--- config.mk ---
export PLATFORM = sky130hd
export DESIGN_NAME = axi4s_bypass_stage
export DESIGN_NICKNAME = d
export VERILOG_FILES = /design/src/axi4s_stage_pkg.sv /design/src/axi4s_beat_if.sv /design/src/stream_reg_slice.sv /design/src/null_tlast_trimmer.sv /design/src/inflight_pkt_counter.sv /design/src/path_select_fsm.sv /design/src/stream_path_mux.sv /design/src/axi4s_bypass_stage.sv
export SDC_FILE = /design/constraint.sdc
export NUM_CORES = 1
export LEC_CHECK = 0
export ABC_AREA = 1
export BUFFER_PORTS_ARGS = -buffer_cell sky130_fd_sc_hd__buf_2
export CELL_PAD_IN_SITES_DETAIL_PLACEMENT = 1
export CELL_PAD_IN_SITES_GLOBAL_PLACEMENT = 1
export CORE_AREA = 2 2 185 114
export DETAILED_ROUTE_END_ITERATION = 16
export DIE_AREA = 0 0 187 116
export GPL_TIMING_DRIVEN = 1
export PLACE_DENSITY_LB_ADDON = 0.08
export SLEW_MARGIN = 30
export SYNTH_ARGS = -nofsm -noshare
export SYNTH_HDL_FRONTEND = slang
export SYNTH_HIERARCHICAL = 1
export SYNTH_SLANG_ARGS = --single-unit
--- constraint.sdc ---
create_clock -name axi4s_if_from_tx -period 3.5 [get_ports axi4s_if_from_tx]
set_input_delay 0.525 -clock axi4s_if_from_tx [delete_from_list [all_inputs] [get_ports axi4s_if_from_tx]]
set_output_delay 0.525 -clock axi4s_if_from_tx [all_outputs]
set_load 0.01 [all_outputs]
--- src/axi4s_stage_pkg.sv ---
// Constants shared by the bypass stage
// Beat payload types and the path FSM state encoding

`default_nettype none

package axi4s_stage_pkg;

    // ==============================
    // Stage constants
    // ==============================
    localparam int DATA_BYTE_WID = 4;
    localparam int TUSER_WID     = 4;
    localparam int BYPASS_STAGES = 2;
    localparam int PKT_CNT_WID   = 4;

    // Beat fields
    typedef logic [DATA_BYTE_WID-1:0][7:0] tdata_t;
    typedef logic [DATA_BYTE_WID-1:0]      tkeep_t;
    typedef logic [TUSER_WID-1:0]          tuser_t;

    typedef struct packed {
        tdata_t tdata;
        tkeep_t tkeep;
        logic   tlast;
        tuser_t tuser;
    } beat_t;

    // Path selection states
    typedef enum logic [1:0] {
        PROC,
        DRAIN_TO_BYP,
        BYP,
        DRAIN_TO_PROC
    } path_state_t;

endpackage : axi4s_stage_pkg

`default_nettype wire

--- src/axi4s_beat_if.sv ---
// Valid/ready beat interface
// tx and rx modports for links inside the stage

`timescale 1ns/100ps
`default_nettype none

interface axi4s_beat_if;
    import axi4s_stage_pkg::*;

    logic  tvalid;
    logic  tready;
    beat_t beat;

    // Source side
    modport tx (
        output tvalid,
        output beat,
        input  tready
    );

    // Sink side
    modport rx (
        input  tvalid,
        input  beat,
        output tready
    );

endinterface : axi4s_beat_if

`default_nettype wire

--- src/stream_reg_slice.sv ---
// Forward register slice, pull mode
// One beat of storage, ready while empty or draining

`timescale 1ns/100ps
`default_nettype none

module stream_reg_slice (
    input  logic            axi4s_if_from_tx,
    input  logic            aresetn,
    axi4s_beat_if.rx        up,
    axi4s_beat_if.tx        down
);
    import axi4s_stage_pkg::*;

    beat_t beat_q;
    logic  vld_q;

    // Take a new beat when empty or when the current one leaves
    assign up.tready = !vld_q || down.tready;

    always_ff @(posedge axi4s_if_from_tx or negedge aresetn) begin
        if (!aresetn) begin
            vld_q <= 1'b0;
        end else if (up.tready) begin
            vld_q <= up.tvalid;
        end
    end

    // Payload register
    always_ff @(posedge axi4s_if_from_tx) begin
        if (up.tvalid && up.tready) begin
            beat_q <= up.beat;
        end
    end

    assign down.tvalid = vld_q;
    assign down.beat   = beat_q;

endmodule : stream_reg_slice

`default_nettype wire

--- src/null_tlast_trimmer.sv ---
// Null closing beat trimmer
// Holds one beat until its successor is known and folds
// a null tlast beat into the beat before it

`timescale 1ns/100ps
`default_nettype none

module null_tlast_trimmer (
    input  logic            axi4s_if_from_tx,
    input  logic            aresetn,
    axi4s_beat_if.rx        up,
    axi4s_beat_if.tx        down
);
    import axi4s_stage_pkg::*;

    beat_t held_q;
    beat_t out_beat;
    logic  held_vld_q;
    logic  up_xfer;
    logic  down_xfer;
    logic  fold;

    assign up_xfer   = up.tvalid && up.tready;
    assign down_xfer = down.tvalid && down.tready;

    // Null closing beat behind an open held beat
    assign fold = held_vld_q && !held_q.tlast && up.beat.tlast && (up.beat.tkeep == '0);

    // ==============================
    // Release of the held beat
    // ==============================
    // A tlast beat goes out at once, otherwise wait for the next beat
    assign down.tvalid = held_vld_q && (held_q.tlast || up.tvalid);
    assign up.tready   = !held_vld_q || down.tready;

    always_comb begin
        out_beat       = held_q;
        out_beat.tlast = held_q.tlast || fold;
    end

    assign down.beat = out_beat;

    // ==============================
    // Hold register
    // ==============================
    always_ff @(posedge axi4s_if_from_tx or negedge aresetn) begin
        if (!aresetn) begin
            held_vld_q <= 1'b0;
        end else if (up_xfer) begin
            // Folded null beat is dropped, anything else is kept
            held_vld_q <= !fold;
        end else if (down_xfer) begin
            held_vld_q <= 1'b0;
        end
    end

    always_ff @(posedge axi4s_if_from_tx) begin
        if (up_xfer && !fold) begin
            held_q <= up.beat;
        end
    end

endmodule : null_tlast_trimmer

`default_nettype wire

--- src/inflight_pkt_counter.sv ---
// Saturating count of packets inside the stage

`timescale 1ns/100ps
`default_nettype none

module inflight_pkt_counter (
    input  logic axi4s_if_from_tx,
    input  logic aresetn,
    input  logic pkt_in,
    input  logic pkt_out,
    output logic empty
);
    import axi4s_stage_pkg::*;

    logic [PKT_CNT_WID-1:0] cnt_q;

    always_ff @(posedge axi4s_if_from_tx or negedge aresetn) begin
        if (!aresetn) begin
            cnt_q <= '0;
        end else if (pkt_in && !pkt_out) begin
            // Hold at full scale
            if (cnt_q != '1) begin
                cnt_q <= cnt_q + 1'b1;
            end
        end else if (pkt_out && !pkt_in) begin
            if (cnt_q != '0) begin
                cnt_q <= cnt_q - 1'b1;
            end
        end
    end

    assign empty = (cnt_q == '0);

endmodule : inflight_pkt_counter

`default_nettype wire

--- src/path_select_fsm.sv ---
// Path select FSM
// Start-of-packet tracking, drain control and packet events
// for the in-flight counter

`timescale 1ns/100ps
`default_nettype none

module path_select_fsm (
    input  logic axi4s_if_from_tx,
    input  logic aresetn,
    input  logic bypass,
    input  logic us_tvalid,
    input  logic us_tready,
    input  logic us_tlast,
    input  logic ds_tvalid,
    input  logic ds_tready,
    input  logic ds_tlast,
    output logic stall,
    output logic bypass_active
);
    import axi4s_stage_pkg::*;

    path_state_t state_q;
    path_state_t state_nxt;
    logic        sop_q;
    logic        change_req;
    logic        pkt_in;
    logic        pkt_out;
    logic        empty;

    // Packet events for the counter
    assign pkt_in  = us_tvalid && us_tready && us_tlast;
    assign pkt_out = ds_tvalid && ds_tready && ds_tlast;

    inflight_pkt_counter u_pkt_cnt (
        .axi4s_if_from_tx (axi4s_if_from_tx),
        .aresetn          (aresetn),
        .pkt_in           (pkt_in),
        .pkt_out          (pkt_out),
        .empty            (empty)
    );

    // Start of packet at the input
    always_ff @(posedge axi4s_if_from_tx or negedge aresetn) begin
        if (!aresetn) begin
            sop_q <= 1'b1;
        end else if (us_tvalid && us_tready) begin
            sop_q <= us_tlast;
        end
    end

    // ==============================
    // Path state
    // ==============================
    // Request only counts between packets
    assign change_req = sop_q && (bypass != bypass_active) &&
                        (state_q == PROC || state_q == BYP);

    always_comb begin
        state_nxt = state_q;
        case (state_q)
            PROC:          if (change_req) state_nxt = DRAIN_TO_BYP;
            DRAIN_TO_BYP:  if (empty)      state_nxt = BYP;
            BYP:           if (change_req) state_nxt = DRAIN_TO_PROC;
            DRAIN_TO_PROC: if (empty)      state_nxt = PROC;
            default:                       state_nxt = PROC;
        endcase
    end

    // Reset parks in a drain state so the input stays closed one cycle
    always_ff @(posedge axi4s_if_from_tx or negedge aresetn) begin
        if (!aresetn) begin
            state_q       <= DRAIN_TO_PROC;
            bypass_active <= 1'b0;
        end else begin
            state_q       <= state_nxt;
            bypass_active <= (state_nxt == BYP) || (state_nxt == DRAIN_TO_PROC);
        end
    end

    // Input closed while draining or while a change is pending
    assign stall = (state_q == DRAIN_TO_BYP) || (state_q == DRAIN_TO_PROC) || change_req;

endmodule : path_select_fsm

`default_nettype wire

--- src/stream_path_mux.sv ---
// Input steering to one path and output select from it
// Downstream ready goes back only to the active path

`timescale 1ns/100ps
`default_nettype none

module stream_path_mux (
    input  logic     stall,
    input  logic     bypass_active,
    axi4s_beat_if.rx up,
    axi4s_beat_if.tx to_proc,
    axi4s_beat_if.tx to_byp,
    axi4s_beat_if.rx from_proc,
    axi4s_beat_if.rx from_byp,
    axi4s_beat_if.tx down
);
    logic open_in;

    assign open_in = up.tvalid && !stall;

    // ==============================
    // Input steering
    // ==============================
    assign to_proc.tvalid = open_in && !bypass_active;
    assign to_byp.tvalid  = open_in && bypass_active;
    assign to_proc.beat   = up.beat;
    assign to_byp.beat    = up.beat;

    assign up.tready = !stall && (bypass_active ? to_byp.tready : to_proc.tready);

    // ==============================
    // Output select
    // ==============================
    assign down.tvalid = bypass_active ? from_byp.tvalid : from_proc.tvalid;
    assign down.beat   = bypass_active ? from_byp.beat   : from_proc.beat;

    // Inactive path sees ready low
    assign from_proc.tready = !bypass_active && down.tready;
    assign from_byp.tready  = bypass_active && down.tready;

endmodule : stream_path_mux

`default_nettype wire

--- src/axi4s_bypass_stage.sv ---
// Bypass stage top level
// Plain stream ports, path FSM, mux, trimmer and bypass slices

`timescale 1ns/100ps
`default_nettype none

module axi4s_bypass_stage (
    input  logic                    axi4s_if_from_tx,
    input  logic                    aresetn,
    input  logic                    bypass,
    // Upstream
    input  logic                    us_tvalid,
    output logic                    us_tready,
    input  axi4s_stage_pkg::tdata_t us_tdata,
    input  axi4s_stage_pkg::tkeep_t us_tkeep,
    input  logic                    us_tlast,
    input  axi4s_stage_pkg::tuser_t us_tuser,
    // Downstream
    output logic                    ds_tvalid,
    input  logic                    ds_tready,
    output axi4s_stage_pkg::tdata_t ds_tdata,
    output axi4s_stage_pkg::tkeep_t ds_tkeep,
    output logic                    ds_tlast,
    output axi4s_stage_pkg::tuser_t ds_tuser,
    output logic                    bypass_active
);
    import axi4s_stage_pkg::*;

    logic stall;

    axi4s_beat_if in_stage ();
    axi4s_beat_if in_proc ();
    axi4s_beat_if out_proc ();
    axi4s_beat_if in_byp ();
    axi4s_beat_if byp_chain [BYPASS_STAGES] ();
    axi4s_beat_if out_stage ();

    // ==============================
    // Port packing
    // ==============================
    assign in_stage.tvalid     = us_tvalid;
    assign in_stage.beat.tdata = us_tdata;
    assign in_stage.beat.tkeep = us_tkeep;
    assign in_stage.beat.tlast = us_tlast;
    assign in_stage.beat.tuser = us_tuser;
    assign us_tready           = in_stage.tready;

    assign ds_tvalid        = out_stage.tvalid;
    assign ds_tdata         = out_stage.beat.tdata;
    assign ds_tkeep         = out_stage.beat.tkeep;
    assign ds_tlast         = out_stage.beat.tlast;
    assign ds_tuser         = out_stage.beat.tuser;
    assign out_stage.tready = ds_tready;

    path_select_fsm u_fsm (
        .axi4s_if_from_tx (axi4s_if_from_tx),
        .aresetn          (aresetn),
        .bypass           (bypass),
        .us_tvalid        (us_tvalid),
        .us_tready        (us_tready),
        .us_tlast         (us_tlast),
        .ds_tvalid        (ds_tvalid),
        .ds_tready        (ds_tready),
        .ds_tlast         (ds_tlast),
        .stall            (stall),
        .bypass_active    (bypass_active)
    );

    stream_path_mux u_mux (
        .stall         (stall),
        .bypass_active (bypass_active),
        .up            (in_stage),
        .to_proc       (in_proc),
        .to_byp        (in_byp),
        .from_proc     (out_proc),
        .from_byp      (byp_chain[BYPASS_STAGES-1]),
        .down          (out_stage)
    );

    // Processing path
    null_tlast_trimmer u_trim (
        .axi4s_if_from_tx (axi4s_if_from_tx),
        .aresetn          (aresetn),
        .up               (in_proc),
        .down             (out_proc)
    );

    // Bypass path, one slice per stage
    for (genvar i = 0; i < BYPASS_STAGES; i++) begin : g_byp
        if (i == 0) begin : g_first
            stream_reg_slice u_slice (
                .axi4s_if_from_tx (axi4s_if_from_tx),
                .aresetn          (aresetn),
                .up               (in_byp),
                .down             (byp_chain[0])
            );
        end else begin : g_next
            stream_reg_slice u_slice (
                .axi4s_if_from_tx (axi4s_if_from_tx),
                .aresetn          (aresetn),
                .up               (byp_chain[i-1]),
                .down             (byp_chain[i])
            );
        end
    end

endmodule : axi4s_bypass_stage

`default_nettype wire

==> report_table.html, run 1 <==
<table>
<tr><th>Metric</th><th>Value</th></tr>
<tr><th colspan="2">Floorplanning</th></tr>
<tr><td>Die ar.</td><td>around 22000 sq um</td></tr>
<tr><td>Placeable core region</td><td>slightly below 20000 sq um</td></tr>
<tr><td>Die Y</td><td>116 um</td></tr>
<tr><td>Standard-cell rows</td><td>40</td></tr>
<tr><td>Initial core utilization</td><td>between 20% and 30%</td></tr>
<tr><td>Num ports</td><td>90</td></tr>
<tr><td>Die width</td><td>around 190 um</td></tr>
<tr><th colspan="2">Cells and area</th></tr>
<tr><td>Number of inserted diodes</td><td>0</td></tr>
<tr><td>Final std cell area, no fill</td><td>6436 sq um</td></tr>
<tr><td>Net count reported at finish</td><td>around 540</td></tr>
<tr><td>Leading cell type in the layout, fill and taps excluded</td><td>sky130_fd_sc_hd__nand2_1</td></tr>
<tr><td>Fill cell total of the finished layout</td><td>between 2000 and 2500</td></tr>
<tr><td>Share of layout cells above drive strength 1</td><td>between 20 and 30%</td></tr>
<tr><td>Leading cell types in the layout, fill and taps excluded</td><td>sky130_fd_sc_hd__nand2_1, sky130_fd_sc_hd__edfxtp_1, sky130_fd_sc_hd__buf_2</td></tr>
<tr><td>Post-layout utilization of the core</td><td>32.39%</td></tr>
<tr><td>Area grow syn2layout</td><td>8.432%</td></tr>
<tr><th colspan="2">GRT</th></tr>
<tr><td>Overflow after GRT</td><td>0</td></tr>
<tr><td>GRT Total Usage</td><td>a little under an eighth</td></tr>
<tr><td>Initial antenna violation count</td><td>1</td></tr>
<tr><td>Vias in the first global route</td><td>3124</td></tr>
<tr><td>Pin count of the biggest net entering global routing</td><td>25</td></tr>
<tr><td>First-pass GRT wire length</td><td>between 15000 and 20000 um</td></tr>
<tr><th colspan="2">Detailed routing</th></tr>
<tr><td>Number of search-and-repair iterations in the first detailed-routing pass</td><td>4</td></tr>
<tr><td>Total via count after detailed routing</td><td>3000</td></tr>
<tr><td>Mean number of vias per cell</td><td>a little under 4</td></tr>
<tr><td>WL/cell</td><td>roughly 15 um</td></tr>
<tr><td>Number of DRC markers after the initial detailed-route iteration</td><td>between 150 and 200</td></tr>
<tr><td>DRC Markers</td><td>0</td></tr>
<tr><td>Final wirelength</td><td>roughly 12000 um</td></tr>
<tr><td>Number of routed nets with antenna violations</td><td>0</td></tr>
<tr><th colspan="2">Timing</th></tr>
<tr><td>Fin. Hold Viols</td><td>0</td></tr>
<tr><td>Maximum achievable frequency</td><td>334.9 MHz</td></tr>
<tr><td>Slew headroom</td><td>47.76%</td></tr>
<tr><td>Transition at the pin with the smallest max-transition slack</td><td>781.8 ps</td></tr>
<tr><td>Crit path time final</td><td>around 3000 ps</td></tr>
<tr><td>Final Slew Violations</td><td>0</td></tr>
<tr><td>Setup repair after global routing missed its margin</td><td>no</td></tr>
<tr><td>Fin Setup TNS</td><td>0 ps</td></tr>
<tr><td>Count of final setup violators</td><td>0</td></tr>
<tr><td>Post-route fraction of the period consumed by the critical path</td><td>85.32%</td></tr>
<tr><td>Setup Skew</td><td>between 15 and 20 ps</td></tr>
<tr><th colspan="2">Synth</th></tr>
<tr><td>Post-synth cell types</td><td>25</td></tr>
<tr><td>Cell area after synthesis</td><td>5936 sq um</td></tr>
<tr><td>Library cell occupying the most area in the post-synthesis netlist</td><td>sky130_fd_sc_hd__edfxtp_1</td></tr>
<tr><td>Synthesized area per cell</td><td>around 12 sq um</td></tr>
<tr><td>Synth area leaders</td><td>sky130_fd_sc_hd__edfxtp_1, sky130_fd_sc_hd__buf_4, sky130_fd_sc_hd__nand2_1, sky130_fd_sc_hd__dfrtp_1, sky130_fd_sc_hd__inv_1</td></tr>
<tr><td>Post-Syn Nets</td><td>between 500 and 600</td></tr>
<tr><td>Share of the yosys chip area belonging to registers</td><td>66.93%</td></tr>
<tr><td>Top-area cell type share of the netlist area</td><td>between 60% and 70%</td></tr>
<tr><td>Number of warnings printed during yosys synthesis</td><td>6</td></tr>
<tr><td>Gate count after technology mapping</td><td>501</td></tr>
<tr><td>Yosys reg bits</td><td>134</td></tr>
<tr><th colspan="2">Worst setup path</th></tr>
<tr><td>Worst setup path class</td><td>flip-flop to flip-flop</td></tr>
<tr><td>Worst R2R Setup Slack</td><td>~510 ps</td></tr>
<tr><td>Nature of the critical path endpoint</td><td>flip-flop</td></tr>
<tr><td>Cell with the largest stage delay on the worst path</td><td>sky130_fd_sc_hd__dfrtp_2</td></tr>
<tr><td>Data required time at the worst endpoint</td><td>approximately 3800 ps</td></tr>
<tr><td>Number of cell instances on the worst register-to-register path</td><td>20</td></tr>
<tr><td>Worst r2r src</td><td>u_fsm/bypass_active</td></tr>
<tr><td>Worst reg2reg path endpoint</td><td>u_fsm/u_pkt_cnt/cnt_q[3]</td></tr>
<tr><td>Highest cell delay on the worst timing path</td><td>580 ps</td></tr>
<tr><td>Largest driver fanout on the critical path</td><td>17</td></tr>
<tr><td>Ordered cell list for the critical path</td><td>nand2_1, nand3_1, nand2_1, nor3_1, nor2_1, nor2_1, nand2_1, nand2_1, and3_1, inv_1, ha_1, inv_1, ha_1, nand2_1, nand2_1, nor2_1, nand2_1, nand2_1, nand2_1, nand2_1</td></tr>
<tr><td>Cell seen most often among critical-path stages</td><td>sky130_fd_sc_hd__nand2_1</td></tr>
<tr><td>Startpoint Class</td><td>flip-flop</td></tr>
<tr><td>Crit path DAT</td><td>about 3300 ps</td></tr>
<tr><th colspan="2">Power and ir drop</th></tr>
<tr><td>Leakage power summed over all cells</td><td>2.654 nW</td></tr>
<tr><td>Peak supply drop</td><td>0.3183 mV</td></tr>
<tr><td>Switching portion of total power</td><td>33.47%</td></tr>
<tr><td>Part of the total power dissipated in the clock network</td><td>a little under a third</td></tr>
<tr><td>Power per unit of standard cell area</td><td>approximately 900 nW/um^2</td></tr>
<tr><td>Sequential power share</td><td>about two fifths</td></tr>
<tr><td>Design internal power</td><td>roughly 3.8 mW</td></tr>
<tr><td>Net Sw Power</td><td>1.893 mW</td></tr>
<tr><td>Proportion of power drawn by combinational gates</td><td>between 20% and 30%</td></tr>
<tr><th colspan="2">CTS</th></tr>
<tr><td>Total setup buffers inserted after CTS</td><td>0</td></tr>
<tr><td>H-tree level count</td><td>4</td></tr>
<tr><td>Clock transition at the registers of the reported paths</td><td>about 60 ps</td></tr>
<tr><td>Number of CTS-inserted buffers</td><td>17</td></tr>
<tr><td>Post-cts hold buffer count</td><td>1</td></tr>
<tr><td>Clock tree sinks</td><td>between 100 and 150</td></tr>
<tr><td>TritonCTS clock tree</td><td>yes</td></tr>
<tr><td>Post-CTS sizing</td><td>0</td></tr>
<tr><td>Cell chosen for the clock root</td><td>sky130_fd_sc_hd__clkbuf_16</td></tr>
<tr><td>Skew-Pair Late Insertion Delay</td><td>410 ps</td></tr>
<tr><td>Maximum clock path buffer count</td><td>2</td></tr>
<tr><th colspan="2">Hold path</th></tr>
<tr><td>Hold EP</td><td>u_trim/down.beat[20]</td></tr>
<tr><td>Worst hold path stage count</td><td>1</td></tr>
<tr><td>Class of the worst hold path</td><td>input port to flip-flop</td></tr>
<tr><td>Start point of the worst min-delay path</td><td>us_tdata[11]</td></tr>
<tr><th colspan="2">Placed design</th></tr>
<tr><td>Total placed instance area</td><td>5844 sq um</td></tr>
<tr><td>Count of port buffers added during placement</td><td>89</td></tr>
<tr><td>Placer Congestion</td><td>0.7374</td></tr>
<tr><td>Detailed-placement wirelength estimate</td><td>roughly 7700 um</td></tr>
<tr><th colspan="2">Run status</th></tr>
<tr><td>Outcome</td><td>completed</td></tr>
<tr><th colspan="2">Flow run</th></tr>
<tr><td># Max-Cap Violations</td><td>0</td></tr>
</table>
-- registers in the layout (all words and copies together), names as in the netlist --
name	cells
u_trim/held_vld_q	1
u_fsm/sop_q	1
g_byp.g_next.u_slice/down.beat	41
u_trim/down.beat	40
u_fsm/u_pkt_cnt/cnt_q	4
u_fsm/bypass_active	1
g_byp.g_next.u_slice/down.tvalid	1
u_fsm/state_q	2
g_byp.g_first.u_slice/down.beat	41
u_trim/held_q	1
g_byp.g_first.u_slice/down.tvalid	1
-- routing by layer --
layer | track usage (%) | share of wire, %
met5 | 0 | 0.11
met2 | 16.46 | 42
met4 | 3.069 | 0.77
met3 | 4.240 | 5.3
met1 | 15.96 | 52
-- kinds of logic (layout without fill, tap and decap cells) --
group           Yosys count  count (layout)  share of synthesized area [%]
xor+xnor                  3               3                         0.4427
fa+ha+maj                 4               4                         0.9697
flops                   134             134                          66.93
buf+inv                 159             159                          18.32
simple gates            193             193                          12.58
compound gates            8               8                         0.7588
-- per-stage QoR --
step | worst slack [ps] | power, mW | instances | hold slack, ps
after floorplan | 21.12 | 3.412 | 501 | 229.4
after detailed placement | 444.6 | 3.993 | 741 | 405.6
after CTS | 458.2 | 5.782 | 774 | 282.6
after global routing | 178.8 | 6.023 | 774 | 277.5
final | 513.8 | 5.656 | 774 | 300.3
after global placement | 651.5 | 3.966 | 741 | 400.0
-- power by group through the flow --
stage	combinational, mW	clock (mW)	sequential [mW]
floorplan	1.07	0	2.35
global placement	1.58	0	2.39
detailed placement	1.59	0	2.40
CTS	1.60	1.82	2.37
global route	1.74	1.88	2.40
finish	1.53	1.76	2.36
-- cells in the mapped netlist (all sizes together) --
master / number
buf: 131
a21boi: 1
nand2: 166
o21ai: 4
inv: 28
dfstp: 3
o21bai: 1
and3: 1
edfxtp: 123
or2: 1
nand3: 6
ha: 3
nor3: 2
a21oi: 2
dfrtp: 8
fa: 1
xnor2: 1
xor2: 2
nor2: 17
-- worst max-delay path, delay by kind of cell, from the launching register on --
kind / cells / cell delay, ps
simple gates: 16 / 1590
fa+ha+maj: 2 / 550
buf+inv: 2 / 200
flops: 1 / 580
-- worst max path at each step --
stage	slack, ps	endpoint	start
finish	510	u_fsm/u_pkt_cnt/cnt_q[3]	u_fsm/bypass_active
global route	180	u_fsm/u_pkt_cnt/cnt_q[3]	u_fsm/bypass_active
CTS	460	u_fsm/u_pkt_cnt/cnt_q[3]	u_fsm/bypass_active
detailed placement	440	u_fsm/u_pkt_cnt/cnt_q[3]	bypass
global placement	650	u_fsm/u_pkt_cnt/cnt_q[3]	bypass
floorplan	20	g_byp[0].g_first.u_slice/down.beat[0]	bypass
-- area by class of cell --
type,count,area [sq um],area share (%)
sequential,134,3974,61.74
multi-input combinational,208,898.4,13.96
timing repair buffer,99,535.5,8.320
clock buffer,19,432.9,6.726
tap,273,341.6,5.307
clock inverter,13,148.9,2.313
inverter,28,105.1,1.633
Power figures use the tool's default switching activity.
==> inputs of run 2 (changes only) <==
- ABC_AREA: 1 -> default
- CORE_AREA: 2 2 185 114 -> 2 2 185 115
- DIE_AREA: 0 0 187 116 -> 0 0 187 117
==> run 2 against run 1 <==
Net effect:
- core utilization fell by 0.64 points
- via count fell by 17%
- total power rose by 0.21%
- global-route usage fell by 1.3 points
- largest cell class unchanged
- highest routed layer is now met4
==> report_table.html, run 2 <==
<table>
<tr><th>Metric</th><th>Value</th></tr>
<tr><th colspan="2">Floorplanning</th></tr>
<tr><td>Num ports</td><td>90 (unchanged)</td></tr>
<tr><td>Placeable core region</td><td>20370 sq um (+2.5%)</td></tr>
<tr><td>Die Y</td><td>117 um (+0.86%)</td></tr>
<tr><td>Initial core utilization</td><td>29.26% (-0.61 points)</td></tr>
<tr><td>Standard-cell rows</td><td>41 (+2.5%)</td></tr>
<tr><td>Die width</td><td>187 um (unchanged)</td></tr>
<tr><td>Die ar.</td><td>21880 sq um (+0.86%)</td></tr>
<tr><th colspan="2">Cells and area</th></tr>
<tr><td>Leading cell types in the layout, fill and taps excluded</td><td>sky130_fd_sc_hd__edfxtp_1, sky130_fd_sc_hd__buf_2, sky130_fd_sc_hd__mux2_4</td></tr>
<tr><td>Net count reported at finish</td><td>403 (-25%)</td></tr>
<tr><td>Combined area of the multi-input logic cells</td><td>1013 sq um (+13%)</td></tr>
<tr><td>Fill cell total of the finished layout</td><td>2100 (-3.8%)</td></tr>
<tr><td>Sequential standard cell area</td><td>3974 sq um (unchanged)</td></tr>
<tr><td>Number of inserted diodes</td><td>0 (unchanged)</td></tr>
<tr><td>Share of layout cells above drive strength 1</td><td>50.27% (+22 points)</td></tr>
<tr><td>Leading cell type in the layout, fill and taps excluded</td><td>sky130_fd_sc_hd__edfxtp_1</td></tr>
<tr><td>Area grow syn2layout</td><td>8.503% (about the same)</td></tr>
<tr><th colspan="2">Worst setup path</th></tr>
<tr><td>Worst r2r src</td><td>u_fsm/bypass_active</td></tr>
<tr><td>Data required time at the worst endpoint</td><td>3800 ps (-40 ps)</td></tr>
<tr><td>Nature of the critical path endpoint</td><td>flip-flop</td></tr>
<tr><td>Worst R2R Setup Slack</td><td>330 ps (-180 ps)</td></tr>
<tr><td>Worst setup path class</td><td>flip-flop to flip-flop</td></tr>
<tr><td>Largest driver fanout on the critical path</td><td>10 (-7)</td></tr>
<tr><td>CP startpoint</td><td>u_fsm/bypass_active</td></tr>
<tr><td>Crit path DAT</td><td>3470 ps (+140 ps)</td></tr>
<tr><td>Startpoint Class</td><td>flip-flop</td></tr>
<tr><th colspan="2">Synth</th></tr>
<tr><td>Top-area cell type share of the netlist area</td><td>61.98% (-0.25 points)</td></tr>
<tr><td>Library cell occupying the most area in the post-synthesis netlist</td><td>sky130_fd_sc_hd__edfxtp_1</td></tr>
<tr><td>Gate count after technology mapping</td><td>363 (-28%)</td></tr>
<tr><td>Most repeated cell in the gate-level netlist after synthesis</td><td>sky130_fd_sc_hd__edfxtp_1</td></tr>
<tr><td>Cell area after synthesis</td><td>5959 sq um (+0.40%)</td></tr>
<tr><td>Post-synth EDFFs</td><td>123 (unchanged)</td></tr>
<tr><td>Most numerous cell types in the synthesized netlist</td><td>sky130_fd_sc_hd__edfxtp_1, sky130_fd_sc_hd__buf_4, sky130_fd_sc_hd__mux2_4</td></tr>
<tr><td>Yosys reg bits</td><td>134 (unchanged)</td></tr>
<tr><td>Asr flop ratio synth</td><td>8.209% (unchanged)</td></tr>
<tr><td>Synth area leaders</td><td>sky130_fd_sc_hd__edfxtp_1, sky130_fd_sc_hd__buf_4, sky130_fd_sc_hd__mux2_4, sky130_fd_sc_hd__mux2_2, sky130_fd_sc_hd__dfrtp_1</td></tr>
<tr><td>Share of the yosys chip area belonging to registers</td><td>66.66% (-0.27 points)</td></tr>
<tr><td>Post-Syn Nets</td><td>413 (-25%)</td></tr>
<tr><td>Number of warnings printed during yosys synthesis</td><td>6 (unchanged)</td></tr>
<tr><td>Primary FF master, synth</td><td>sky130_fd_sc_hd__edfxtp_1</td></tr>
<tr><td>Synthesized area per cell</td><td>16.42 sq um (+39%)</td></tr>
<tr><td>Post-synth cell types</td><td>39 (+56%)</td></tr>
<tr><th colspan="2">Run status</th></tr>
<tr><td>Outcome</td><td>completed</td></tr>
<tr><th colspan="2">Timing</th></tr>
<tr><td>Maximum achievable frequency</td><td>315.5 MHz (-5.8%)</td></tr>
<tr><td>Final Slew Violations</td><td>0 (unchanged)</td></tr>
<tr><td>Count of final setup violators</td><td>0 (unchanged)</td></tr>
<tr><td>Setup repair after global routing missed its margin</td><td>no</td></tr>
<tr><td>Setup Skew</td><td>6.175 ps (-9.260 ps)</td></tr>
<tr><td>Fin. Hold Viols</td><td>0 (unchanged)</td></tr>
<tr><td>Crit path time final</td><td>3169 ps (+183.2 ps)</td></tr>
<tr><td>Slew headroom</td><td>47.85% (+0.084 points)</td></tr>
<tr><td>Post-route fraction of the period consumed by the critical path</td><td>90.55% (+5.2 points)</td></tr>
<tr><td>Transition at the pin with the smallest max-transition slack</td><td>782.3 ps (+0.4821 ps)</td></tr>
<tr><td>Worst Setup Slack, final</td><td>330.6 ps (-183.2 ps)</td></tr>
<tr><td>Fin Setup TNS</td><td>0 ps (unchanged)</td></tr>
<tr><td>Worst hold-check slack</td><td>297.0 ps (-3.278 ps)</td></tr>
<tr><th colspan="2">GRT</th></tr>
<tr><td>Initial antenna violation count</td><td>0 (-1)</td></tr>
<tr><td>Overflow after GRT</td><td>0 (unchanged)</td></tr>
<tr><td>Pin count of the biggest net entering global routing</td><td>42 (+68%)</td></tr>
<tr><td>Vias in the first global route</td><td>2640 (-15%)</td></tr>
<tr><td>GRT Total Usage</td><td>10.04% (-1.3 points)</td></tr>
<tr><td>First-pass GRT wire length</td><td>15610 um (-14%)</td></tr>
<tr><th colspan="2">Detailed routing</th></tr>
<tr><td>DRC Markers</td><td>0 (unchanged)</td></tr>
<tr><td>Number of search-and-repair iterations in the first detailed-routing pass</td><td>4 (unchanged)</td></tr>
<tr><td>WL/cell</td><td>15.82 um (+3.9%)</td></tr>
<tr><td>Total via count after detailed routing</td><td>2498 (-17%)</td></tr>
<tr><td>Number of routed nets with antenna violations</td><td>0 (unchanged)</td></tr>
<tr><td>Number of DRC markers after the initial detailed-route iteration</td><td>149 (-3.9%)</td></tr>
<tr><td>Mean number of vias per cell</td><td>3.873 (about the same)</td></tr>
<tr><td>Final wirelength</td><td>10210 um (-13%)</td></tr>
<tr><th colspan="2">Hold path</th></tr>
<tr><td>Start point of the worst min-delay path</td><td>us_tuser[0]</td></tr>
<tr><td>Class of the worst hold path</td><td>input port to flip-flop</td></tr>
<tr><th colspan="2">CTS</th></tr>
<tr><td>Skew-Pair Late Insertion Delay</td><td>410 ps (about the same)</td></tr>
<tr><td>Post-CTS sizing</td><td>0 (unchanged)</td></tr>
<tr><td>Clock transition at the registers of the reported paths</td><td>60 ps (about the same)</td></tr>
<tr><td>Maximum clock path buffer count</td><td>2 (unchanged)</td></tr>
<tr><td>Cell chosen for the clock root</td><td>sky130_fd_sc_hd__clkbuf_16</td></tr>
<tr><td>Clock tree sinks</td><td>134 (unchanged)</td></tr>
<tr><td>TritonCTS clock tree</td><td>yes</td></tr>
<tr><td>Number of CTS-inserted buffers</td><td>17 (unchanged)</td></tr>
<tr><td>H-tree level count</td><td>4 (unchanged)</td></tr>
<tr><th colspan="2">Placed design</th></tr>
<tr><td>Detailed-placement wirelength estimate</td><td>6153 um (-21%)</td></tr>
<tr><td>Post-Place Setup Slack</td><td>208.4 ps (-236.2 ps)</td></tr>
<tr><td>Count of port buffers added during placement</td><td>89 (unchanged)</td></tr>
<tr><td>Placer Congestion</td><td>0.7040 (-4.5%)</td></tr>
<tr><th colspan="2">Power and ir drop</th></tr>
<tr><td>Peak supply drop</td><td>0.4112 mV (+29%)</td></tr>
<tr><td>Power per unit of standard cell area</td><td>876.6 nW/um^2 (-0.26%)</td></tr>
<tr><td>Leakage power summed over all cells</td><td>2.417 nW (-8.9%)</td></tr>
<tr><th colspan="2">Flow run</th></tr>
<tr><td># Max-Cap Violations</td><td>0 (unchanged)</td></tr>
</table>
-- run 2: worst max-delay path, stage by stage (launching register included) --
cell and delay (ps):
sky130_fd_sc_hd__dfrtp_2 480, sky130_fd_sc_hd__xnor2_1 180, sky130_fd_sc_hd__o21ai_1 200, sky130_fd_sc_hd__nor3b_1 90
sky130_fd_sc_hd__o21a_1 170, sky130_fd_sc_hd__mux2_2 270, sky130_fd_sc_hd__and3_1 170, sky130_fd_sc_hd__inv_1 50
sky130_fd_sc_hd__ha_1 160, sky130_fd_sc_hd__inv_1 60, sky130_fd_sc_hd__ha_1 280, sky130_fd_sc_hd__a21o_2 210
sky130_fd_sc_hd__a21oi_1 190, sky130_fd_sc_hd__mux2_2 360, sky130_fd_sc_hd__a22o_1 180
-- run 2: per-stage QoR --
step	area (sq um)	util [%]	std cells	total power, mW
floorplan	5963	-	363	3.512
global placement	5861	28.78	612	3.933
detailed placement	5861	28.78	612	3.938
CTS	6466	31.75	645	5.802
global route	6466	31.75	645	6.004
finish	6466	31.75	645	5.668
-- run 2: final timing paths --
kind	endpoint	depth (start not counted)
min in group asynchronous	u_trim/held_vld_q	2
min reg2reg	g_byp[1].g_next.u_slice/down.beat[20]	0
max in group asynchronous	u_fsm/state_q[1]	2
max	u_fsm/u_pkt_cnt/cnt_q[3]	14
max reg2reg	u_fsm/u_pkt_cnt/cnt_q[3]	14
min	u_trim/down.beat[0]	1
-- run 2: power by group --
part | switching, mW | internal [mW] | leakage (nW) | total, mW
registers | 0.145 | 2.21 | 1.25 | 2.35
clock network | 0.642 | 1.18 | 0.290 | 1.82
logic | 0.790 | 0.707 | 0.877 | 1.50
total | 1.58 | 4.09 | 2.42 | 5.67
-- run 2: per-layer routing --
metal  track usage (%)  part of all wire, %
met5                 0                    0
met1             12.93                   49
met2             14.37                   43
met4             4.444                  1.2
met3             4.860                  7.0
-- run 2: layout make-up --
class                   instances  area share [%]
flip-flops and latches        134           61.46
multi-input cells              97           15.67
repair buffers                 98           7.972
clock buffers                  20           6.753
well taps                     279           5.399
clock inverters                12           2.457
inverters                       5          0.2902
-- run 2: repair_timing --
| action | CTS | global route |
|---|---|---|
| setup buffers | 0 | 0 |
| endpoints found under the hold margin | 8 | 0 |
| hold buffers | 1 | 0 |
-- run 2: logic make-up after synthesis --
family          after synthesis  synth area share [%]
flops                       134                 66.66
buf+inv                     132                 16.52
mux                          47                 10.41
simple gates                 30                 3.338
compound gates               11                 1.365
xor+xnor                      5                0.7348
fa+ha+maj                     4                0.9659
==> inputs of run 3 (changes only) <==
- CORE_AREA: 2 2 185 115 -> 2 2 149 108
- DIE_AREA: 0 0 187 117 -> 0 0 151 110
==> run 3 against run 2 <==
Net effect:
- combinational power barely moved
- clock-buffer cell count fell by 3
- critical path type unchanged
- sequential cell count is the same
- clock skew increased by 4.1 ps
- design area decreased by 2.3%
- via count is 1.1% lower
- largest cell class unchanged
- worst setup slack about the same
- final cell count fell by 13%
- sequential power hardly changed
- fmax about the same
- first-iteration DRC count down 44%
- clock power shrank 8%
==> report_table.html, run 3 (synthesis gave the netlist of run 2 again) <==
<table>
<tr><th>Metric</th><th>Value</th></tr>
<tr><th colspan="2">CTS</th></tr>
<tr><td>Clock tree sinks</td><td>134 (unchanged)</td></tr>
<tr><td>TritonCTS clock tree</td><td>yes</td></tr>
<tr><td>Number of CTS-inserted buffers</td><td>17 (unchanged)</td></tr>
<tr><td>Maximum clock path buffer count</td><td>2 (unchanged)</td></tr>
<tr><td>Clock transition at the registers of the reported paths</td><td>60 ps (about the same)</td></tr>
<tr><td>H-tree level count</td><td>4 (unchanged)</td></tr>
<tr><td>Skew-Pair Late Insertion Delay</td><td>410 ps (about the same)</td></tr>
<tr><td>Cell chosen for the clock root</td><td>sky130_fd_sc_hd__clkbuf_16</td></tr>
<tr><th colspan="2">Placed design</th></tr>
<tr><td>Placed Cells incl. Taps</td><td>532 (-13%)</td></tr>
<tr><td>Count of port buffers added during placement</td><td>89 (unchanged)</td></tr>
<tr><td>Detailed-placement wirelength estimate</td><td>5862 um (-4.7%)</td></tr>
<tr><td>Total placed instance area</td><td>5754 sq um (-1.8%)</td></tr>
<tr><td>Placer Congestion</td><td>0.7044 (about the same)</td></tr>
<tr><th colspan="2">Cells and area</th></tr>
<tr><td>Number of inserted diodes</td><td>0 (unchanged)</td></tr>
<tr><td>Final std cell area, no fill</td><td>6317 sq um (-2.3%)</td></tr>
<tr><td>Leading cell types in the layout, fill and taps excluded</td><td>sky130_fd_sc_hd__edfxtp_1, sky130_fd_sc_hd__buf_2, sky130_fd_sc_hd__mux2_4</td></tr>
<tr><td>Sequential standard cell area</td><td>3974 sq um (unchanged)</td></tr>
<tr><td>Final cell count without fillers</td><td>564 (-13%)</td></tr>
<tr><td>Area grow syn2layout</td><td>6.005%</td></tr>
<tr><td>Fill cell total of the finished layout</td><td>1493 (-29%)</td></tr>
<tr><td>Combined area of the multi-input logic cells</td><td>1013 sq um (unchanged)</td></tr>
<tr><td>Leading cell type in the layout, fill and taps excluded</td><td>sky130_fd_sc_hd__edfxtp_1</td></tr>
<tr><td>Share of layout cells above drive strength 1</td><td>51.10% (+0.83 points)</td></tr>
<tr><td>Net count reported at finish</td><td>402 (-0.25%)</td></tr>
<tr><th colspan="2">Detailed routing</th></tr>
<tr><td>Total via count after detailed routing</td><td>2471 (-1.1%)</td></tr>
<tr><td>Number of routed nets with antenna violations</td><td>0 (unchanged)</td></tr>
<tr><td>Final wirelength</td><td>9599 um (-5.9%)</td></tr>
<tr><td>Number of DRC markers after the initial detailed-route iteration</td><td>84 (-44%)</td></tr>
<tr><td>Mean number of vias per cell</td><td>4.381 (+13%)</td></tr>
<tr><td>WL/cell</td><td>17.02 um (+7.6%)</td></tr>
<tr><td>Number of search-and-repair iterations in the first detailed-routing pass</td><td>4 (unchanged)</td></tr>
<tr><td>DRC Markers</td><td>0 (unchanged)</td></tr>
<tr><th colspan="2">Hold path</th></tr>
<tr><td>Class of the worst hold path</td><td>input port to flip-flop</td></tr>
<tr><th colspan="2">Timing</th></tr>
<tr><td>Slew headroom</td><td>55.85% (+8.0 points)</td></tr>
<tr><td>Final Slew Violations</td><td>0 (unchanged)</td></tr>
<tr><td>Maximum achievable frequency</td><td>315.5 MHz (about the same)</td></tr>
<tr><td>Crit path time final</td><td>3169 ps (-0.1940 ps)</td></tr>
<tr><td>Fin Setup TNS</td><td>0 ps (unchanged)</td></tr>
<tr><td>Fin. Hold Viols</td><td>0 (unchanged)</td></tr>
<tr><td>Transition at the pin with the smallest max-transition slack</td><td>662.2 ps (-120.1 ps)</td></tr>
<tr><td>Count of final setup violators</td><td>0 (unchanged)</td></tr>
<tr><td>Worst hold-check slack</td><td>296.4 ps (-0.5590 ps)</td></tr>
<tr><td>Setup repair after global routing missed its margin</td><td>no</td></tr>
<tr><td>Setup Skew</td><td>10.26 ps (+4.081 ps)</td></tr>
<tr><td>Post-route fraction of the period consumed by the critical path</td><td>90.55% (about the same)</td></tr>
<tr><th colspan="2">Worst setup path</th></tr>
<tr><td>Largest driver fanout on the critical path</td><td>8 (-2)</td></tr>
<tr><td>Startpoint Class</td><td>flip-flop</td></tr>
<tr><td>Crit path DAT</td><td>3470 ps (about the same)</td></tr>
<tr><td>Data required time at the worst endpoint</td><td>3800 ps (about the same)</td></tr>
<tr><td>Worst setup path class</td><td>flip-flop to flip-flop</td></tr>
<tr><td>Nature of the critical path endpoint</td><td>flip-flop</td></tr>
<tr><th colspan="2">GRT</th></tr>
<tr><td>Overflow after GRT</td><td>0 (unchanged)</td></tr>
<tr><td>Vias in the first global route</td><td>2617 (-0.87%)</td></tr>
<tr><td>GRT Total Usage</td><td>12.50% (+2.5 points)</td></tr>
<tr><td>Initial antenna violation count</td><td>1 (+1)</td></tr>
<tr><td>First-pass GRT wire length</td><td>14730 um (-5.6%)</td></tr>
<tr><td>Pin count of the biggest net entering global routing</td><td>42 (unchanged)</td></tr>
<tr><th colspan="2">Floorplanning</th></tr>
<tr><td>Num ports</td><td>90 (unchanged)</td></tr>
<tr><td>Standard-cell rows</td><td>38 (-7.3%)</td></tr>
<tr><td>Die ar.</td><td>16610 sq um (-24%)</td></tr>
<tr><td>Initial core utilization</td><td>39.42% (+10 points)</td></tr>
<tr><td>Die width</td><td>151 um (-19%)</td></tr>
<tr><td>Die Y</td><td>110 um (-6.0%)</td></tr>
<tr><td>Placeable core region</td><td>15120 sq um (-26%)</td></tr>
<tr><th colspan="2">Run status</th></tr>
<tr><td>Outcome</td><td>completed</td></tr>
<tr><th colspan="2">Power and ir drop</th></tr>
<tr><td>Peak supply drop</td><td>0.3270 mV (-20%)</td></tr>
<tr><td>Leakage power summed over all cells</td><td>2.375 nW (-1.7%)</td></tr>
<tr><td>Power per unit of standard cell area</td><td>870.4 nW/um^2 (-0.70%)</td></tr>
<tr><th colspan="2">Flow run</th></tr>
<tr><td># Max-Cap Violations</td><td>0 (unchanged)</td></tr>
</table>
[run 3: cell count changes in the layout (fill, tap and decap cells not counted), sizes merged]
cell / change
clkbuf: -3
buf: -1
inv: +4
bufinv: -3
clkinvlp: +4
clkinv: -3
[run 3: power by group]
part / internal (mW) / leakage (nW) / switching, mW
logic: 0.697 / 0.871 / 0.775
clock network: 0.977 / 0.254 / 0.694
registers: 2.21 / 1.25 / 0.150
[run 3: area by class of cell]
cell class / count / share of cell area [%]
Inverter: 5 / 0.2971
Sequential cell: 134 / 62.90
Tap cell: 200 / 3.961
Multi-Input combinational cell: 97 / 16.04
Clock inverter: 14 / 2.020
Timing Repair Buffer: 97 / 8.041
Clock buffer: 17 / 6.734
[run 3: per-layer routing]
layer	routed length, um	global-route usage [%]
met1	4430	15.68
met2	4410	19.22
met3	580	4.856
met4	164	5.808
met5	13	0
[run 3: per-stage QoR]
| step | setup slack [ps] | util, % | power [mW] |
|---|---|---|---|
| after CTS | 280.9 | 41.78 | 5.613 |
| after global placement | 214.7 | 38.06 | 3.883 |
| final | 330.8 | 41.78 | 5.499 |
| after global routing | 119.4 | 41.78 | 5.810 |
| after floorplan | 191.4 | - | 3.512 |
| after detailed placement | 161.7 | 38.06 | 3.904 |
[run 3: worst paths after layout]
| kind | start | endpoint | slack [ps] | cells past startpoint |
|---|---|---|---|---|
| max in group asynchronous | aresetn | u_fsm/sop_q | 2680 | 2 |
| min in group asynchronous | aresetn | g_byp[1].g_next.u_slice/down.tvalid | 540 | 2 |
| worst max register to register | u_fsm/bypass_active | u_fsm/u_pkt_cnt/cnt_q[3] | 330 | 14 |
| worst max-delay path | u_fsm/bypass_active | u_fsm/u_pkt_cnt/cnt_q[3] | 330 | 14 |
| worst min register to register | g_byp[0].g_first.u_slice/down.beat[31] | g_byp[1].g_next.u_slice/down.beat[31] | 410 | 0 |
| worst min-delay path | us_tdata[19] | u_trim/down.beat[28] | 300 | 1 |
[run 3: worst max-delay path, stage by stage (launching register included)]
cell	delay [ps]
sky130_fd_sc_hd__dfrtp_2	470
sky130_fd_sc_hd__xnor2_1	160
sky130_fd_sc_hd__o21ai_1	190
sky130_fd_sc_hd__nor3b_1	90
sky130_fd_sc_hd__o21a_1	170
sky130_fd_sc_hd__mux2_2	260
sky130_fd_sc_hd__and3_1	160
sky130_fd_sc_hd__inv_1	50
sky130_fd_sc_hd__ha_1	160
sky130_fd_sc_hd__inv_1	60
sky130_fd_sc_hd__ha_1	280
sky130_fd_sc_hd__a21o_2	200
sky130_fd_sc_hd__a21oi_1	240
sky130_fd_sc_hd__mux2_2	360
sky130_fd_sc_hd__a22o_1	180
[run 3: what timing repair did]
| item | CTS | global route |
|---|---|---|
| gates resized for setup | 0 | 0 |
| endpoints found under the hold margin | 8 | 0 |
| setup endpoints to repair | 0 | 0 |
| setup buffers | 0 | 0 |
| hold buffers | 1 | 0 |
